**src/design/frame_pkg.sv**
```systemverilog
`default_nettype none

package frame_pkg;

    // one tile is an 8x8 pattern, each pattern pixel drawn as a 5x5 block on screen
    localparam int TILE_SIZE    = 8;
    localparam int UPSCALE      = 5;
    localparam int TILE_PIX     = TILE_SIZE * UPSCALE;
    localparam int TILES_H      = 16;
    localparam int TILES_V      = 12;
    localparam int NUM_TILES    = TILES_H * TILES_V;
    localparam int NUM_ENTITIES = 9;
    localparam int SLOT_W       = $clog2(NUM_ENTITIES);
    localparam logic [3:0] EMPTY_ID = 4'hf;

    // 640x480 at 60 Hz, sync pulses are active low
    localparam int CNT_W        = 10;
    localparam int H_ACTIVE     = 640;
    localparam int H_FRONT      = 16;
    localparam int H_SYNC       = 96;
    localparam int H_BACK       = 48;
    localparam int H_TOTAL      = H_ACTIVE + H_FRONT + H_SYNC + H_BACK;
    localparam int H_SYNC_START = H_ACTIVE + H_FRONT;
    localparam int H_SYNC_END   = H_SYNC_START + H_SYNC;
    localparam int V_ACTIVE     = 480;
    localparam int V_FRONT      = 10;
    localparam int V_SYNC       = 2;
    localparam int V_BACK       = 33;
    localparam int V_TOTAL      = V_ACTIVE + V_FRONT + V_SYNC + V_BACK;
    localparam int V_SYNC_START = V_ACTIVE + V_FRONT;
    localparam int V_SYNC_END   = V_SYNC_START + V_SYNC;

    // host register map, entity slots live at 0x00 up to NUM_ENTITIES-1
    localparam int WB_ADDR_W    = 8;
    localparam int WB_DATA_W    = 16;
    localparam int ADDR_CTRL    = 'h09;
    localparam int PATTERN_BASE = 'h40;
    // one pattern row per address, 16 ids of 8 rows each
    localparam int PATTERN_ROWS = 16 * TILE_SIZE;
    localparam int PATTERN_END  = PATTERN_BASE + PATTERN_ROWS;
    localparam int PAT_ADDR_W   = $clog2(PATTERN_ROWS);

    // colour word, two bits each of red, green and blue
    typedef struct packed {
        logic [1:0] r;
        logic [1:0] g;
        logic [1:0] b;
    } pixel_t;

    // orient codes are 0 normal, 1 mirrored left-right, 2 flipped top-bottom, 3 both
    typedef struct packed {
        logic [3:0] id;
        logic [1:0] orient;
        logic [7:0] loc;
    } entity_t;

    localparam entity_t EMPTY_ENTITY = '{id: EMPTY_ID, orient: 2'd0, loc: 8'd0};

    typedef struct packed {
        logic   enable;
        pixel_t bg;
        pixel_t fg;
    } frame_ctrl_t;

    // bit 7 of a pattern row is the leftmost pattern pixel
    typedef struct packed {
        logic       stb;
        logic [3:0] id;
        logic [2:0] row;
        logic [7:0] bits;
    } pattern_wr_t;

    typedef struct packed {
        logic [CNT_W-1:0] h;
        logic [CNT_W-1:0] v;
        logic             de;
        logic             hsync;
        logic             vsync;
    } scan_pos_t;

    // row and col are pattern coordinates inside the tile, before orientation
    typedef struct packed {
        logic       valid;
        logic [3:0] id;
        logic [1:0] orient;
        logic [2:0] row;
        logic [2:0] col;
        logic       de;
        logic       hsync;
        logic       vsync;
    } entity_hit_t;

endpackage

`default_nettype wire

```
**src/design/entity_detector.sv**
```systemverilog
`default_nettype none

module entity_detector
(
    input  wire                     clk,
    input  wire                     arst_n,
    input  wire frame_pkg::scan_pos_t scan,
    input  wire frame_pkg::entity_t   entities [frame_pkg::NUM_ENTITIES],
    output frame_pkg::entity_hit_t    hit
);
    import frame_pkg::*;

    logic [CNT_W-1:0]        org_h [NUM_ENTITIES];
    logic [CNT_W-1:0]        org_v [NUM_ENTITIES];
    logic [NUM_ENTITIES-1:0] match;
    logic [SLOT_W-1:0]       win;
    logic                    win_hit;
    logic [CNT_W-1:0]        dx;
    logic [CNT_W-1:0]        dy;

    // screen origin of each slot's tile and whether the scan point lies in its square
    always_comb
    begin
        for (int i = 0; i < NUM_ENTITIES; i++)
        begin
            org_h[i] = CNT_W'(entities[i].loc % TILES_H) * CNT_W'(TILE_PIX);
            org_v[i] = CNT_W'(entities[i].loc / TILES_H) * CNT_W'(TILE_PIX);
            // empty slots and locations past the last tile never match
            match[i] = (entities[i].id != EMPTY_ID)
                    && (entities[i].loc < NUM_TILES)
                    && (scan.h >= org_h[i])
                    && ((scan.h - org_h[i]) < CNT_W'(TILE_PIX))
                    && (scan.v >= org_v[i])
                    && ((scan.v - org_v[i]) < CNT_W'(TILE_PIX));
        end
    end

    // fixed priority, walk from the top slot down so the lowest match is left in win
    always_comb
    begin
        win     = '0;
        win_hit = 1'b0;
        for (int i = NUM_ENTITIES - 1; i >= 0; i--)
        begin
            if (match[i])
            begin
                win     = SLOT_W'(i);
                win_hit = 1'b1;
            end
        end
    end

    // offset inside the winning tile, only meaningful when win_hit is set
    assign dx = scan.h - org_h[win];
    assign dy = scan.v - org_v[win];

    always_ff @(posedge clk or negedge arst_n)
    begin
        if (!arst_n)
        begin
            hit.valid  <= 1'b0;
            hit.id     <= EMPTY_ID;
            hit.orient <= '0;
            hit.row    <= '0;
            hit.col    <= '0;
            hit.de     <= 1'b0;
            hit.hsync  <= 1'b1;
            hit.vsync  <= 1'b1;
        end
        else
        begin
            hit.valid  <= win_hit;
            hit.id     <= entities[win].id;
            hit.orient <= entities[win].orient;
            // 40 screen pixels fold down to 8 pattern pixels
            hit.row    <= 3'(dy / UPSCALE);
            hit.col    <= 3'(dx / UPSCALE);
            hit.de     <= scan.de;
            hit.hsync  <= scan.hsync;
            hit.vsync  <= scan.vsync;
        end
    end

endmodule

`default_nettype wire

```
**src/design/frame_builder.sv**
```systemverilog
`default_nettype none

module frame_builder
(
    input  wire                             clk,
    input  wire                             arst_n,
    input  wire                             wb_cyc,
    input  wire                             wb_stb,
    input  wire                             wb_we,
    input  wire  [frame_pkg::WB_ADDR_W-1:0] wb_adr,
    input  wire  [frame_pkg::WB_DATA_W-1:0] wb_dat_w,
    output logic [frame_pkg::WB_DATA_W-1:0] wb_dat_r,
    output logic                            wb_ack,
    output frame_pkg::pixel_t               rgb,
    output logic                            hsync,
    output logic                            vsync,
    output logic                            de
);
    import frame_pkg::*;

    scan_pos_t   scan;
    entity_t     entities [NUM_ENTITIES];
    frame_ctrl_t ctrl;
    pattern_wr_t pattern_wr;
    entity_hit_t hit;

    // the pixel clock also runs the host port, so no crossing is needed
    scan_timing u_scan_timing
    (
        .clk    (clk),
        .arst_n (arst_n),
        .scan   (scan)
    );

    frame_config u_frame_config
    (
        .clk        (clk),
        .arst_n     (arst_n),
        .wb_cyc     (wb_cyc),
        .wb_stb     (wb_stb),
        .wb_we      (wb_we),
        .wb_adr     (wb_adr),
        .wb_dat_w   (wb_dat_w),
        .wb_dat_r   (wb_dat_r),
        .wb_ack     (wb_ack),
        .entities   (entities),
        .ctrl       (ctrl),
        .pattern_wr (pattern_wr)
    );

    // first pipeline stage, which slot covers the pixel
    entity_detector u_entity_detector
    (
        .clk      (clk),
        .arst_n   (arst_n),
        .scan     (scan),
        .entities (entities),
        .hit      (hit)
    );

    // second stage, pattern lookup and colour, two cycles after the counters
    tile_pattern_store u_tile_pattern_store
    (
        .clk        (clk),
        .arst_n     (arst_n),
        .hit        (hit),
        .ctrl       (ctrl),
        .pattern_wr (pattern_wr),
        .rgb        (rgb),
        .hsync      (hsync),
        .vsync      (vsync),
        .de         (de)
    );

endmodule

`default_nettype wire

```
**src/design/frame_config.sv**
```systemverilog
`default_nettype none

module frame_config
(
    input  wire                               clk,
    input  wire                               arst_n,
    input  wire                               wb_cyc,
    input  wire                               wb_stb,
    input  wire                               wb_we,
    input  wire  [frame_pkg::WB_ADDR_W-1:0]   wb_adr,
    input  wire  [frame_pkg::WB_DATA_W-1:0]   wb_dat_w,
    output logic [frame_pkg::WB_DATA_W-1:0]   wb_dat_r,
    output logic                              wb_ack,
    output frame_pkg::entity_t                entities [frame_pkg::NUM_ENTITIES],
    output frame_pkg::frame_ctrl_t            ctrl,
    output frame_pkg::pattern_wr_t            pattern_wr
);
    import frame_pkg::*;

    logic                  req;
    logic                  served;
    logic                  accept;
    logic                  wr_en;
    logic                  is_entity;
    logic                  is_ctrl;
    logic                  is_pattern;
    logic [SLOT_W-1:0]     slot;
    logic [PAT_ADDR_W-1:0] pat_off;
    logic [WB_DATA_W-1:0]  rd_data;
    logic                  pat_stb;
    logic [3:0]            pat_id;
    logic [2:0]            pat_row;
    logic [TILE_SIZE-1:0]  pat_bits;

    // a request is taken once, then ignored until the master drops stb
    assign req    = wb_cyc && wb_stb;
    assign accept = req && !served;
    assign wr_en  = accept && wb_we;

    // address decode for the three regions
    assign is_entity  = wb_adr < WB_ADDR_W'(NUM_ENTITIES);
    assign is_ctrl    = wb_adr == WB_ADDR_W'(ADDR_CTRL);
    assign is_pattern = (wb_adr >= WB_ADDR_W'(PATTERN_BASE)) && (wb_adr < WB_ADDR_W'(PATTERN_END));
    assign slot       = wb_adr[SLOT_W-1:0];
    // upper four offset bits pick the id, the low three the pattern row
    assign pat_off    = PAT_ADDR_W'(wb_adr - WB_ADDR_W'(PATTERN_BASE));

    // the pattern region is write-only and reads back as zero, like unmapped space
    always_comb
    begin
        rd_data = '0;
        if (is_entity)
        begin
            rd_data[$bits(entity_t)-1:0] = entities[slot];
        end
        else if (is_ctrl)
        begin
            rd_data[$bits(frame_ctrl_t)-1:0] = ctrl;
        end
    end

    always_ff @(posedge clk or negedge arst_n)
    begin
        if (!arst_n)
        begin
            wb_ack <= 1'b0;
            served <= 1'b0;
        end
        else
        begin
            wb_ack <= accept;
            if (!req)
            begin
                served <= 1'b0;
            end
            else if (accept)
            begin
                served <= 1'b1;
            end
        end
    end

    // read data is captured on the accepting edge and held for the ack cycle
    always_ff @(posedge clk)
    begin
        if (accept)
        begin
            wb_dat_r <= rd_data;
        end
    end

    // register writes land on the same edge that raises ack
    always_ff @(posedge clk or negedge arst_n)
    begin
        if (!arst_n)
        begin
            for (int i = 0; i < NUM_ENTITIES; i++)
            begin
                entities[i] <= EMPTY_ENTITY;
            end
            ctrl <= '0;
        end
        else if (wr_en)
        begin
            if (is_entity)
            begin
                entities[slot] <= wb_dat_w[$bits(entity_t)-1:0];
            end
            else if (is_ctrl)
            begin
                ctrl <= wb_dat_w[$bits(frame_ctrl_t)-1:0];
            end
        end
    end

    // pattern writes go out as a one-cycle strobe to the pattern memory
    always_ff @(posedge clk or negedge arst_n)
    begin
        if (!arst_n)
        begin
            pat_stb <= 1'b0;
        end
        else
        begin
            pat_stb <= wr_en && is_pattern;
        end
    end

    always_ff @(posedge clk)
    begin
        if (wr_en && is_pattern)
        begin
            pat_id   <= pat_off[6:3];
            pat_row  <= pat_off[2:0];
            pat_bits <= wb_dat_w[TILE_SIZE-1:0];
        end
    end

    assign pattern_wr = '{stb: pat_stb, id: pat_id, row: pat_row, bits: pat_bits};

endmodule

`default_nettype wire

```
**src/design/scan_timing.sv**
```systemverilog
`default_nettype none

module scan_timing
(
    input  wire                  clk,
    input  wire                  arst_n,
    output frame_pkg::scan_pos_t scan
);
    import frame_pkg::*;

    logic [CNT_W-1:0] h_next;
    logic [CNT_W-1:0] v_next;
    logic             de_next;
    logic             hsync_next;
    logic             vsync_next;

    // next counter position, the line counter steps only when the pixel counter wraps
    always_comb
    begin
        h_next = scan.h + 1'b1;
        v_next = scan.v;
        if (scan.h == CNT_W'(H_TOTAL - 1))
        begin
            h_next = '0;
            if (scan.v == CNT_W'(V_TOTAL - 1))
            begin
                v_next = '0;
            end
            else
            begin
                v_next = scan.v + 1'b1;
            end
        end
    end

    // the flags are worked out for the next position so they land together with it
    always_comb
    begin
        de_next    = (h_next < CNT_W'(H_ACTIVE)) && (v_next < CNT_W'(V_ACTIVE));
        hsync_next = !((h_next >= CNT_W'(H_SYNC_START)) && (h_next < CNT_W'(H_SYNC_END)));
        vsync_next = !((v_next >= CNT_W'(V_SYNC_START)) && (v_next < CNT_W'(V_SYNC_END)));
    end

    always_ff @(posedge clk or negedge arst_n)
    begin
        if (!arst_n)
        begin
            // syncs idle high, nothing visible until the first count
            scan.h     <= '0;
            scan.v     <= '0;
            scan.de    <= 1'b0;
            scan.hsync <= 1'b1;
            scan.vsync <= 1'b1;
        end
        else
        begin
            scan.h     <= h_next;
            scan.v     <= v_next;
            scan.de    <= de_next;
            scan.hsync <= hsync_next;
            scan.vsync <= vsync_next;
        end
    end

endmodule

`default_nettype wire

```
**src/design/tile_pattern_store.sv**
```systemverilog
`default_nettype none

module tile_pattern_store
(
    input  wire                         clk,
    input  wire                         arst_n,
    input  wire frame_pkg::entity_hit_t hit,
    input  wire frame_pkg::frame_ctrl_t ctrl,
    input  wire frame_pkg::pattern_wr_t pattern_wr,
    output frame_pkg::pixel_t           rgb,
    output logic                        hsync,
    output logic                        vsync,
    output logic                        de
);
    import frame_pkg::*;

    logic [TILE_SIZE-1:0] pattern_mem [PATTERN_ROWS];
    logic [2:0]           src_row;
    logic [2:0]           src_col;
    logic [TILE_SIZE-1:0] row_bits;
    logic                 pix_on;
    pixel_t               colour;

    // one row per address, indexed by id then pattern row
    always_ff @(posedge clk)
    begin
        if (pattern_wr.stb)
        begin
            pattern_mem[{pattern_wr.id, pattern_wr.row}] <= pattern_wr.bits;
        end
    end

    // orient bit 0 mirrors the columns, bit 1 flips the rows
    assign src_col = hit.orient[0] ? ~hit.col : hit.col;
    assign src_row = hit.orient[1] ? ~hit.row : hit.row;

    assign row_bits = pattern_mem[{hit.id, src_row}];
    // column 0 sits at the msb of the stored row
    assign pix_on   = row_bits[3'(TILE_SIZE - 1) - src_col];

    always_comb
    begin
        if (!ctrl.enable)
        begin
            colour = '0;
        end
        else if (hit.valid && pix_on)
        begin
            colour = ctrl.fg;
        end
        else
        begin
            colour = ctrl.bg;
        end
        // blanking always drives black
        if (!hit.de)
        begin
            colour = '0;
        end
    end

    // syncs take the same register stage as the pixel so they stay aligned
    always_ff @(posedge clk or negedge arst_n)
    begin
        if (!arst_n)
        begin
            rgb   <= '0;
            de    <= 1'b0;
            hsync <= 1'b1;
            vsync <= 1'b1;
        end
        else
        begin
            rgb   <= colour;
            de    <= hit.de;
            hsync <= hit.hsync;
            vsync <= hit.vsync;
        end
    end

endmodule

`default_nettype wire

```
**config.mk**
```make
export PLATFORM = sky130hd
export DESIGN_NAME = frame_builder
export DESIGN_NICKNAME = d
export VERILOG_FILES = /design/src/design/frame_pkg.sv /design/src/design/entity_detector.sv /design/src/design/frame_builder.sv /design/src/design/frame_config.sv /design/src/design/scan_timing.sv /design/src/design/tile_pattern_store.sv
export SDC_FILE = /design/constraint.sdc
export NUM_CORES = 2
export LEC_CHECK = 0
export ABC_AREA = 1
export BUFFER_PORTS_ARGS = -buffer_cell sky130_fd_sc_hd__clkbuf_2
export CAP_MARGIN = 10
export CORE_ASPECT_RATIO = 1.2
export CORE_UTILIZATION = 35
export CTS_BUF_LIST = sky130_fd_sc_hd__clkbuf_8 sky130_fd_sc_hd__clkbuf_16
export DETAILED_ROUTE_END_ITERATION = 16
export PLACE_DENSITY = 0.55
export REMOVE_ABC_BUFFERS = 1
export SYNTH_ARGS = -nofsm -noshare
export SYNTH_HDL_FRONTEND = slang
export SYNTH_SLANG_ARGS = --single-unit
```
**constraint.sdc**
```tcl
create_clock -name clk -period 8.35 [get_ports clk]
set_clock_uncertainty 0.1 [all_clocks]
set_input_delay 0.4175 -clock clk [delete_from_list [all_inputs] [get_ports clk]]
set_output_delay 0.4175 -clock clk [all_outputs]
set_load 0.01 [all_outputs]
```
Yosys cells after proc, flatten, opt, wreduce, memory -nomap -nowiden. Memories as Yosys holds them, arrays and structs flattened. Index checks and enable logic that the tools add are counted.

Register bits after elaboration: 219. RAM bits: 1024. Input bits: 29. Output and inout port bits: 26. Logic and storage cells: 291. Memories: 1.

$add $sub $neg: 24. Multipliers: 18. Div/mod/pow operators: 2. Order comparisons: 58. Equality and inequality tests: 13. Mux-type cells: 49. Bitwise operators: 5. Reductions and logical operators: 60.

Memories: u_tile_pattern_store.pattern_mem (words 128, bits a word 8, rd ports 1, clocked after Yosys merged registers in 0, write ports 1, line tile_pattern_store.sv:17) `logic [TILE_SIZE-1:0] pattern_mem [PATTERN_ROWS];`.

Operator list (count): $sub A10 B10 Y10 (20); $ge A10 B10 Y1 (18); $lt A10 B6 Y1 const B (18); $bwmux W126 (1); $mul A4 B3 Y7 const B (18); $bmux W14 S4 (2); $bmux W10 S4 (2); $lt A8 B8 Y1 const B (10); $mux W10 (7); $mux W14 (5); $div A10 B3 Y32 const B (2); $demux W14 S4 (1); $logic_and A1 B1 Y1 (55); $mux W4 (9); $ne A4 B4 Y1 const B (9); $mux W13 (2); $add A10 B1 Y10 const B (2); $eq A10 B10 Y1 const B (2); $lt A10 B10 Y1 const B (2); $lt A10 B9 Y1 const B (2); $mux W6 (3); $mux W1 (14); $ge A10 B10 Y1 const B (1); $ge A10 B9 Y1 const B (1); 17 further kinds (23).

Logic depth before layout (Yosys ltp).
Depth after elaboration: 21. Mapped depth: 78. Gate-level depth less buffers: 76.

Hierarchy. Synthesis repeated with hierarchy kept, for this count alone.

Cell total of the unflattened synthesis: 6794. Area, all modules: 63822.5 µm².

By module, submodules not included: tile_pattern_store (times used 1, cells an instance 3551, area an instance 42034.1 µm², sequential area each 30977.2 µm²); entity_detector (times used 1, cells an instance 1931, area an instance 11975.2 µm², sequential area each 407.9 µm²); frame_config (times used 1, cells an instance 1111, area an instance 8388.0 µm², sequential area each 4469.3 µm²); scan_timing (times used 1, cells an instance 201, area an instance 1425.1 µm², sequential area each 578.1 µm²).

Least setup slack after synthesis. OpenSTA, ideal clock, no wires.

Kind: reg-to-reg. Start point: register, netlist name u_frame_config.entities[29]. End point: register, netlist name u_entity_detector.hit[6]. Setup time: 119 ps. Data arrival time: 8245 ps. Required time: 8131 ps. Path slack: -113 ps. Cell stages (with the launch flop): 73. Buffers on the path: 3. Period minus slack after synthesis: 8463 ps. Path through: dfrtp_1 ha_1 ha_1 fa_1 xnor2_1 ha_1 nand2_1 clkinv_1 nand4_1 nand3_1 nand2_1 nand3_1 nor2_1 nand3_1 nand2_1 nand2_1 nand2_1 nand2_1 [37 not listed] nand2_1 nand2_1 nand2_2 inv_2 nand2_2 nand2_2 nand2_2 nand2_1 inv_1 ha_1 inv_1 nand3_1 nand2_4 nand3_4 nand2_1 nand3_1 nor2_1 nand2_1.

Longest elaborated chain between the ends: 19. Elaborated cells between the ends (all ways): 23. Those cells by class: 2 x add/sub; 1 x mul; 1 x div; 3 x order compare; 10 x mux; 1 x bitwise; 5 x reduce/logical.

RTL lines: $mul A4 B3 Y7 / $lt A8 B8 Y1 (equally long branches) (line entity_detector.sv:26, entity_detector.sv:30); $sub A10 B10 Y10, or another cell as far along (line entity_detector.sv:32) `&& ((scan.h - org_h[i]) < CNT_W'(TILE_PIX))`; $lt A10 B6 Y1 / $logic_and A1 B1 Y1 (equally long branches) (line entity_detector.sv:32, entity_detector.sv:31); $logic_and A1 B1 Y1 * (line entity_detector.sv:32); $logic_and A1 B1 Y1 * (line entity_detector.sv:33) `&& (scan.v >= org_v[i])`; $logic_and A1 B1 Y1 * (line entity_detector.sv:34) `&& ((scan.v - org_v[i]) < CNT_W'(TILE_PIX));`; $mux W4 * (7 in series) (line entity_detector.sv:45) `if (match[i])`; $not A4 Y5 (not written as such) * (line entity_detector.sv:55) `assign dy = scan.v - org_v[win];`; $bmux W10 S4 * (line entity_detector.sv:55); $mux W10 (not written as such) * (2 in series) (line entity_detector.sv:55); $sub A10 B10 Y10 * (line entity_detector.sv:55); $div A10 B3 Y32 * (line entity_detector.sv:76) `hit.row <= 3'(dy / UPSCALE);`.

Every way passes the cells marked *; elsewhere a longest branch is shown, timed or not. The select of a mux whose other input is x is not followed. A chain may end at the register's enable or synchronous reset.

Final worst setup path.
Start point: register, netlist name u_frame_config.entities[33]. End point: register, netlist name u_entity_detector.hit[3].

Longest elaborated chain between the ends: 19. Elaborated cells between the ends (all ways): 23. Those cells by class: 2 x add/sub; 1 x mul; 1 x div; 3 x order compare; 10 x mux; 1 x bitwise; 5 x reduce/logical.

RTL lines: parallel branches: the longest is 5 deep, another holds $sub A10 B10 Y10; $logic_and A1 B1 Y1 * (line entity_detector.sv:34); $mux W4 * (7 in series) (line entity_detector.sv:45); $not A4 Y5 (not written as such) * (line entity_detector.sv:54) `assign dx = scan.h - org_h[win];`; $bmux W10 S4 * (line entity_detector.sv:54); $mux W10 (not written as such) * (2 in series) (line entity_detector.sv:54); $sub A10 B10 Y10 * (line entity_detector.sv:54); $div A10 B3 Y32 * (line entity_detector.sv:77) `hit.col <= 3'(dx / UPSCALE);`.

Mark *: on every way between the ends. The select of a mux whose other input is x is not followed.

==> flow_summary_export.csv <==
group,metric,value,unit
route,routedWlPerCell,22.2,um
worst_setup_path,cpPeakStageDelay,0.54,ns
logic_synthesis,synthXorXnorAreaFrac,0.0112,
timing,whs,0.0895,ns
pwr,pwr-share-seq,0.278,
cts,ctsLongestPathBuffers,3,
global_routing,first_global_vias,45600,
timing,min_period_over_period,1.01,
pwr,comb_power_share,0.484,
global_routing,antenna_found_initial,9,
route,ant_nets,0,
cts,clock_sinks,1243,
logic_synthesis,synth_compound_area_frac,0.0528,
worst_setup_path,crit_end,"u_entity_detector.hit[3]",
pwr,p_int,14.3,mW
timing,worst_pin_slew,1.25,ns
cts,clk_latency,0.80,ns
global_routing,grt_max_degree,174,
logic_synthesis,synth_seq_cells,1243,
logic_synthesis,synth_top_family_by_area,"simple AND/OR/NAND/NOR gates",
worst_setup_path,crit_type,"reg2reg",
timing,clock.fmax,119,MHz
outcome,violations,"setup timing",
logic_synthesis,ys_types,63,
worst_setup_path,crit_required,8.98,ns
timing,setup_viol,2,
timing,rsz0062_at_grt,"yes",
layout,layout.area.seq,36400,sq um
worst_setup_path,r2r-end,"u_entity_detector.hit[3]",
outcome,status,"finished, violations left",
logic_synthesis,synth_mux_area_frac,0,
pwr,pwr-share-clk,0.238,
route,route.detailed.drc,0,
cts,clockRootBuffer,"clkbuf_16",
worst_setup_path,path_common_cell,"nand2_4",
global_routing,grt.total_usage,0.220,
global_routing,grt_overflow,0,
worst_setup_path,r2r_start,"u_frame_config.entities[33]",
timing,relSlewSlack,0.167,
worst_setup_path,arrival,9.03,ns
die,die_area,177000,sq um
timing,min_period,8.40,ns
place,portBuffers,50,
layout,drive_above_1_share,0.143,
worst_setup_path,rrSetupSlack,-0.05,ns
logic_synthesis,synth_area,61500,sq um
timing,hold_viol,0,
pwr,switching_share,0.414,
place,place_area,66300,sq um
cts,cts_made_buffers,136,
pwr,power.density,338,nW/um^2
logic_synthesis,synth-edff-count,1053,
timing,worst_slack,-0.0477,ns
pwr,p_sw,10.1,mW
layout,finalInstanceArea,72300,sq um
die,coreArea,175000,sq um
worst_setup_path,r2r.worst_path.cells,65,
logic_synthesis,ys_seq_area_frac,0.592,
logic_synthesis,syn-instance-count,6266,
logic_synthesis,yosys_warnings,0,
pwr,ir_worst_vdd,0.720,mV
die,pin_count,55,
global_routing,grt_pass1_wl,292000,um
timing,final_max_slew_viol_count,0,
worst_setup_path,startpoint,"u_frame_config.entities[33]",
layout,area_delta_synth_final,17.5,%
worst_setup_path,cp-end-kind,"flop",
logic_synthesis,yosys.area_share.simple,0.242,
layout,layout_commonest_cell,"nand2_1",
min_path,hold_class,"in2async",
cts,cts_tree,"yes",
route,firstDrtPassIters,6,
logic_synthesis,async_flop_share,0.153,
route,drt-initial-drc-count,4069,
route,drt-vias-per-instance,5.28,
layout,multi_input_area,23500,sq um
die,die-height,461,um
route,wirelength,198000,um
layout,fill_cells,16800,
worst_setup_path,cp_max_fo,16,
place,globalplace.congestion,0.924,
logic_synthesis,avgSynthCellArea,9.82,sq um
die,fp.dieW,385,um
cts,cts.clk_slew.worst_paths,0.06,ns
run,max-cap-violations,0,
worst_setup_path,cp-start-kind,"flop",
pwr,leakagePower,28.4,nW
worst_setup_path,critPathSlowestCell,"fa_2",
route,dr_total_vias,47300,
logic_synthesis,synth-main-ff-cell,"edfxtp_1",
layout,mostFrequentLayoutCells,"1606 x nand2_1, 1201 x nand3_1, 1053 x edfxtp_1",
place,hpwl,127000,um
cts,cts.htree.levels,4,
timing,fin_tns_setup,-0.0676,ns
logic_synthesis,synthAdderAreaFrac,0.0567,
die,rows,168,
die,start_util,0.352,
layout,nets,6841,
[worst min-delay path by stage]
stage                     slack [ns]                   from  depth (start not counted)                          end
after floorplan                 0.02                 arst_n                          0    u_entity_detector.hit[10]
after global placement          0.24  u_scan_timing.scan[2]                          0     u_entity_detector.hit[2]
after detailed placement        0.24  u_scan_timing.scan[2]                          0     u_entity_detector.hit[2]
after CTS                       0.12                 arst_n                          2  u_frame_config.entities[20]
after global routing            0.15                 arst_n                          2  u_frame_config.entities[18]
final                           0.09                 arst_n                          2  u_frame_config.entities[20]
[power by group through the flow]
stage	clock network (mW)	registers, mW	logic (mW)
final	5.81	6.79	11.8
after floorplan	0	6.93	7.34
after global placement	0	6.92	10.1
after detailed placement	0	6.92	10.2
after CTS	5.91	6.79	10.7
after global routing	6.14	6.79	13.0
[layout make-up]
cell class	instances	area share
antenna	2	0.0000692
clock buffer	143	0.0489
clock inverter	91	0.00971
inverter	437	0.0231
multi-input combinational	4284	0.324
sequential	1243	0.504
tap	2295	0.0397
timing repair buffer	453	0.0503
[metrics by stage]
step | util | total power, mW | instances | setup slack, ns
finish | 0.414 | 24.4 | 8948 | -0.0477
global route | 0.414 | 25.9 | 8946 | -0.520
CTS | 0.409 | 23.4 | 8928 | -0.0140
detailed placement | 0.379 | 17.2 | 8639 | -0.582
global placement | 0.379 | 17.0 | 8639 | -0.296
floorplan | - | 14.3 | 5964 | -16.10
[cells in the mapped netlist (4+ instances only)]
| library cell | instances | area [sq um] |
|---|---|---|
| nand3_2 | 12 | 120 |
| fa_1 | 36 | 721 |
| nand3b_1 | 12 | 90.1 |
| nand4_1 | 49 | 307 |
| dfrtp_1 | 144 | 3600 |
| o21ai_0 | 259 | 1300 |
| edfxtp_1 | 1053 | 31600 |
| nand3_1 | 1241 | 6210 |
| nor2_1 | 305 | 1140 |
| a31oi_1 | 4 | 25.0 |
| nand2_1 | 1657 | 6220 |
| nor3_1 | 31 | 155 |
| inv_1 | 413 | 1550 |
| o21bai_1 | 6 | 45.0 |
| o32ai_1 | 8 | 70.1 |
| nand2_4 | 6 | 67.6 |
| o2111ai_1 | 5 | 43.8 |
| xnor2_1 | 29 | 254 |
| xor2_1 | 50 | 438 |
| clkbuf_1 | 253 | 950 |
| ha_1 | 221 | 2770 |
| o211ai_1 | 15 | 113 |
| o311ai_0 | 4 | 35.0 |
| inv_2 | 21 | 78.8 |
| o22ai_1 | 27 | 169 |
| a21oi_1 | 115 | 576 |
| a22oi_1 | 51 | 383 |
| buf_2 | 7 | 35.0 |
| or2_1 | 9 | 56.3 |
| buf_1 | 39 | 146 |
| nor4_1 | 6 | 37.5 |
| nor2_2 | 5 | 31.3 |
| o21ai_1 | 8 | 40.0 |
| dfstp_2 | 46 | 1210 |
| o221ai_1 | 12 | 105 |
| a2111oi_0 | 7 | 61.3 |
| nand2_2 | 36 | 225 |
| a21o_1 | 16 | 120 |
[logic make-up (layout without fill, tap and decap cells)]
family,count (synthesis),in the layout
AO/OA/AOI/OAI,556,556
XOR/XNOR,79,79
adder cells (fa/ha/maj),257,257
buffers and inverters,740,1124
flip-flops,1243,1243
other,1,4
AND/OR/NAND/NOR,3390,3390
[what timing repair did]
action | 4_1_cts | 5_1_grt
resized for setup | 92 | 179
cloned | 1 | 0
buffers inserted | 31 | 16
setup endpoints to repair | 4 | 4
endpoints found under the hold margin | 150 | 0
pin swaps | 49 | 120
hold buffers | 24 | 0
[layer usage]
metal,track usage,share of wire,up-vias
li1,-,-,22300
met1,0.279,0.41,23000
met2,0.371,0.49,1616
met3,0.0352,0.062,371
met4,0.0922,0.042,8
met5,0,0.00029,-
[registers in the layout, summed over array words and instances, names as in the netlist]
name,flops
u_tile_pattern_store.hsync,1
u_frame_config.entities,126
u_tile_pattern_store.pattern_mem,1024
u_tile_pattern_store.de,1
u_frame_config.wb_ack,1
u_frame_config.pat_id,4
u_frame_config.served,1
u_frame_config.ctrl,13
u_frame_config.pat_bits,8
u_entity_detector.hit,16
u_frame_config.pat_stb,1
u_frame_config.wb_dat_r,14
u_frame_config.pat_row,3
u_tile_pattern_store.vsync,1
u_scan_timing.scan,23
u_tile_pattern_store.rgb,6
[critical path: cells and delay by family, from the launching register on]
| family | cells | cell delay, ns |
|---|---|---|
| flip-flops | 1 | 0.39 |
| XOR/XNOR | 1 | 0.16 |
| AO/OA/AOI/OAI | 6 | 1.09 |
| buffers and inverters | 13 | 1.52 |
| AND/OR/NAND/NOR | 40 | 3.50 |
| adder cells (fa/ha/maj) | 5 | 1.56 |
No activity file was read; power rests on OpenSTA's default activity.
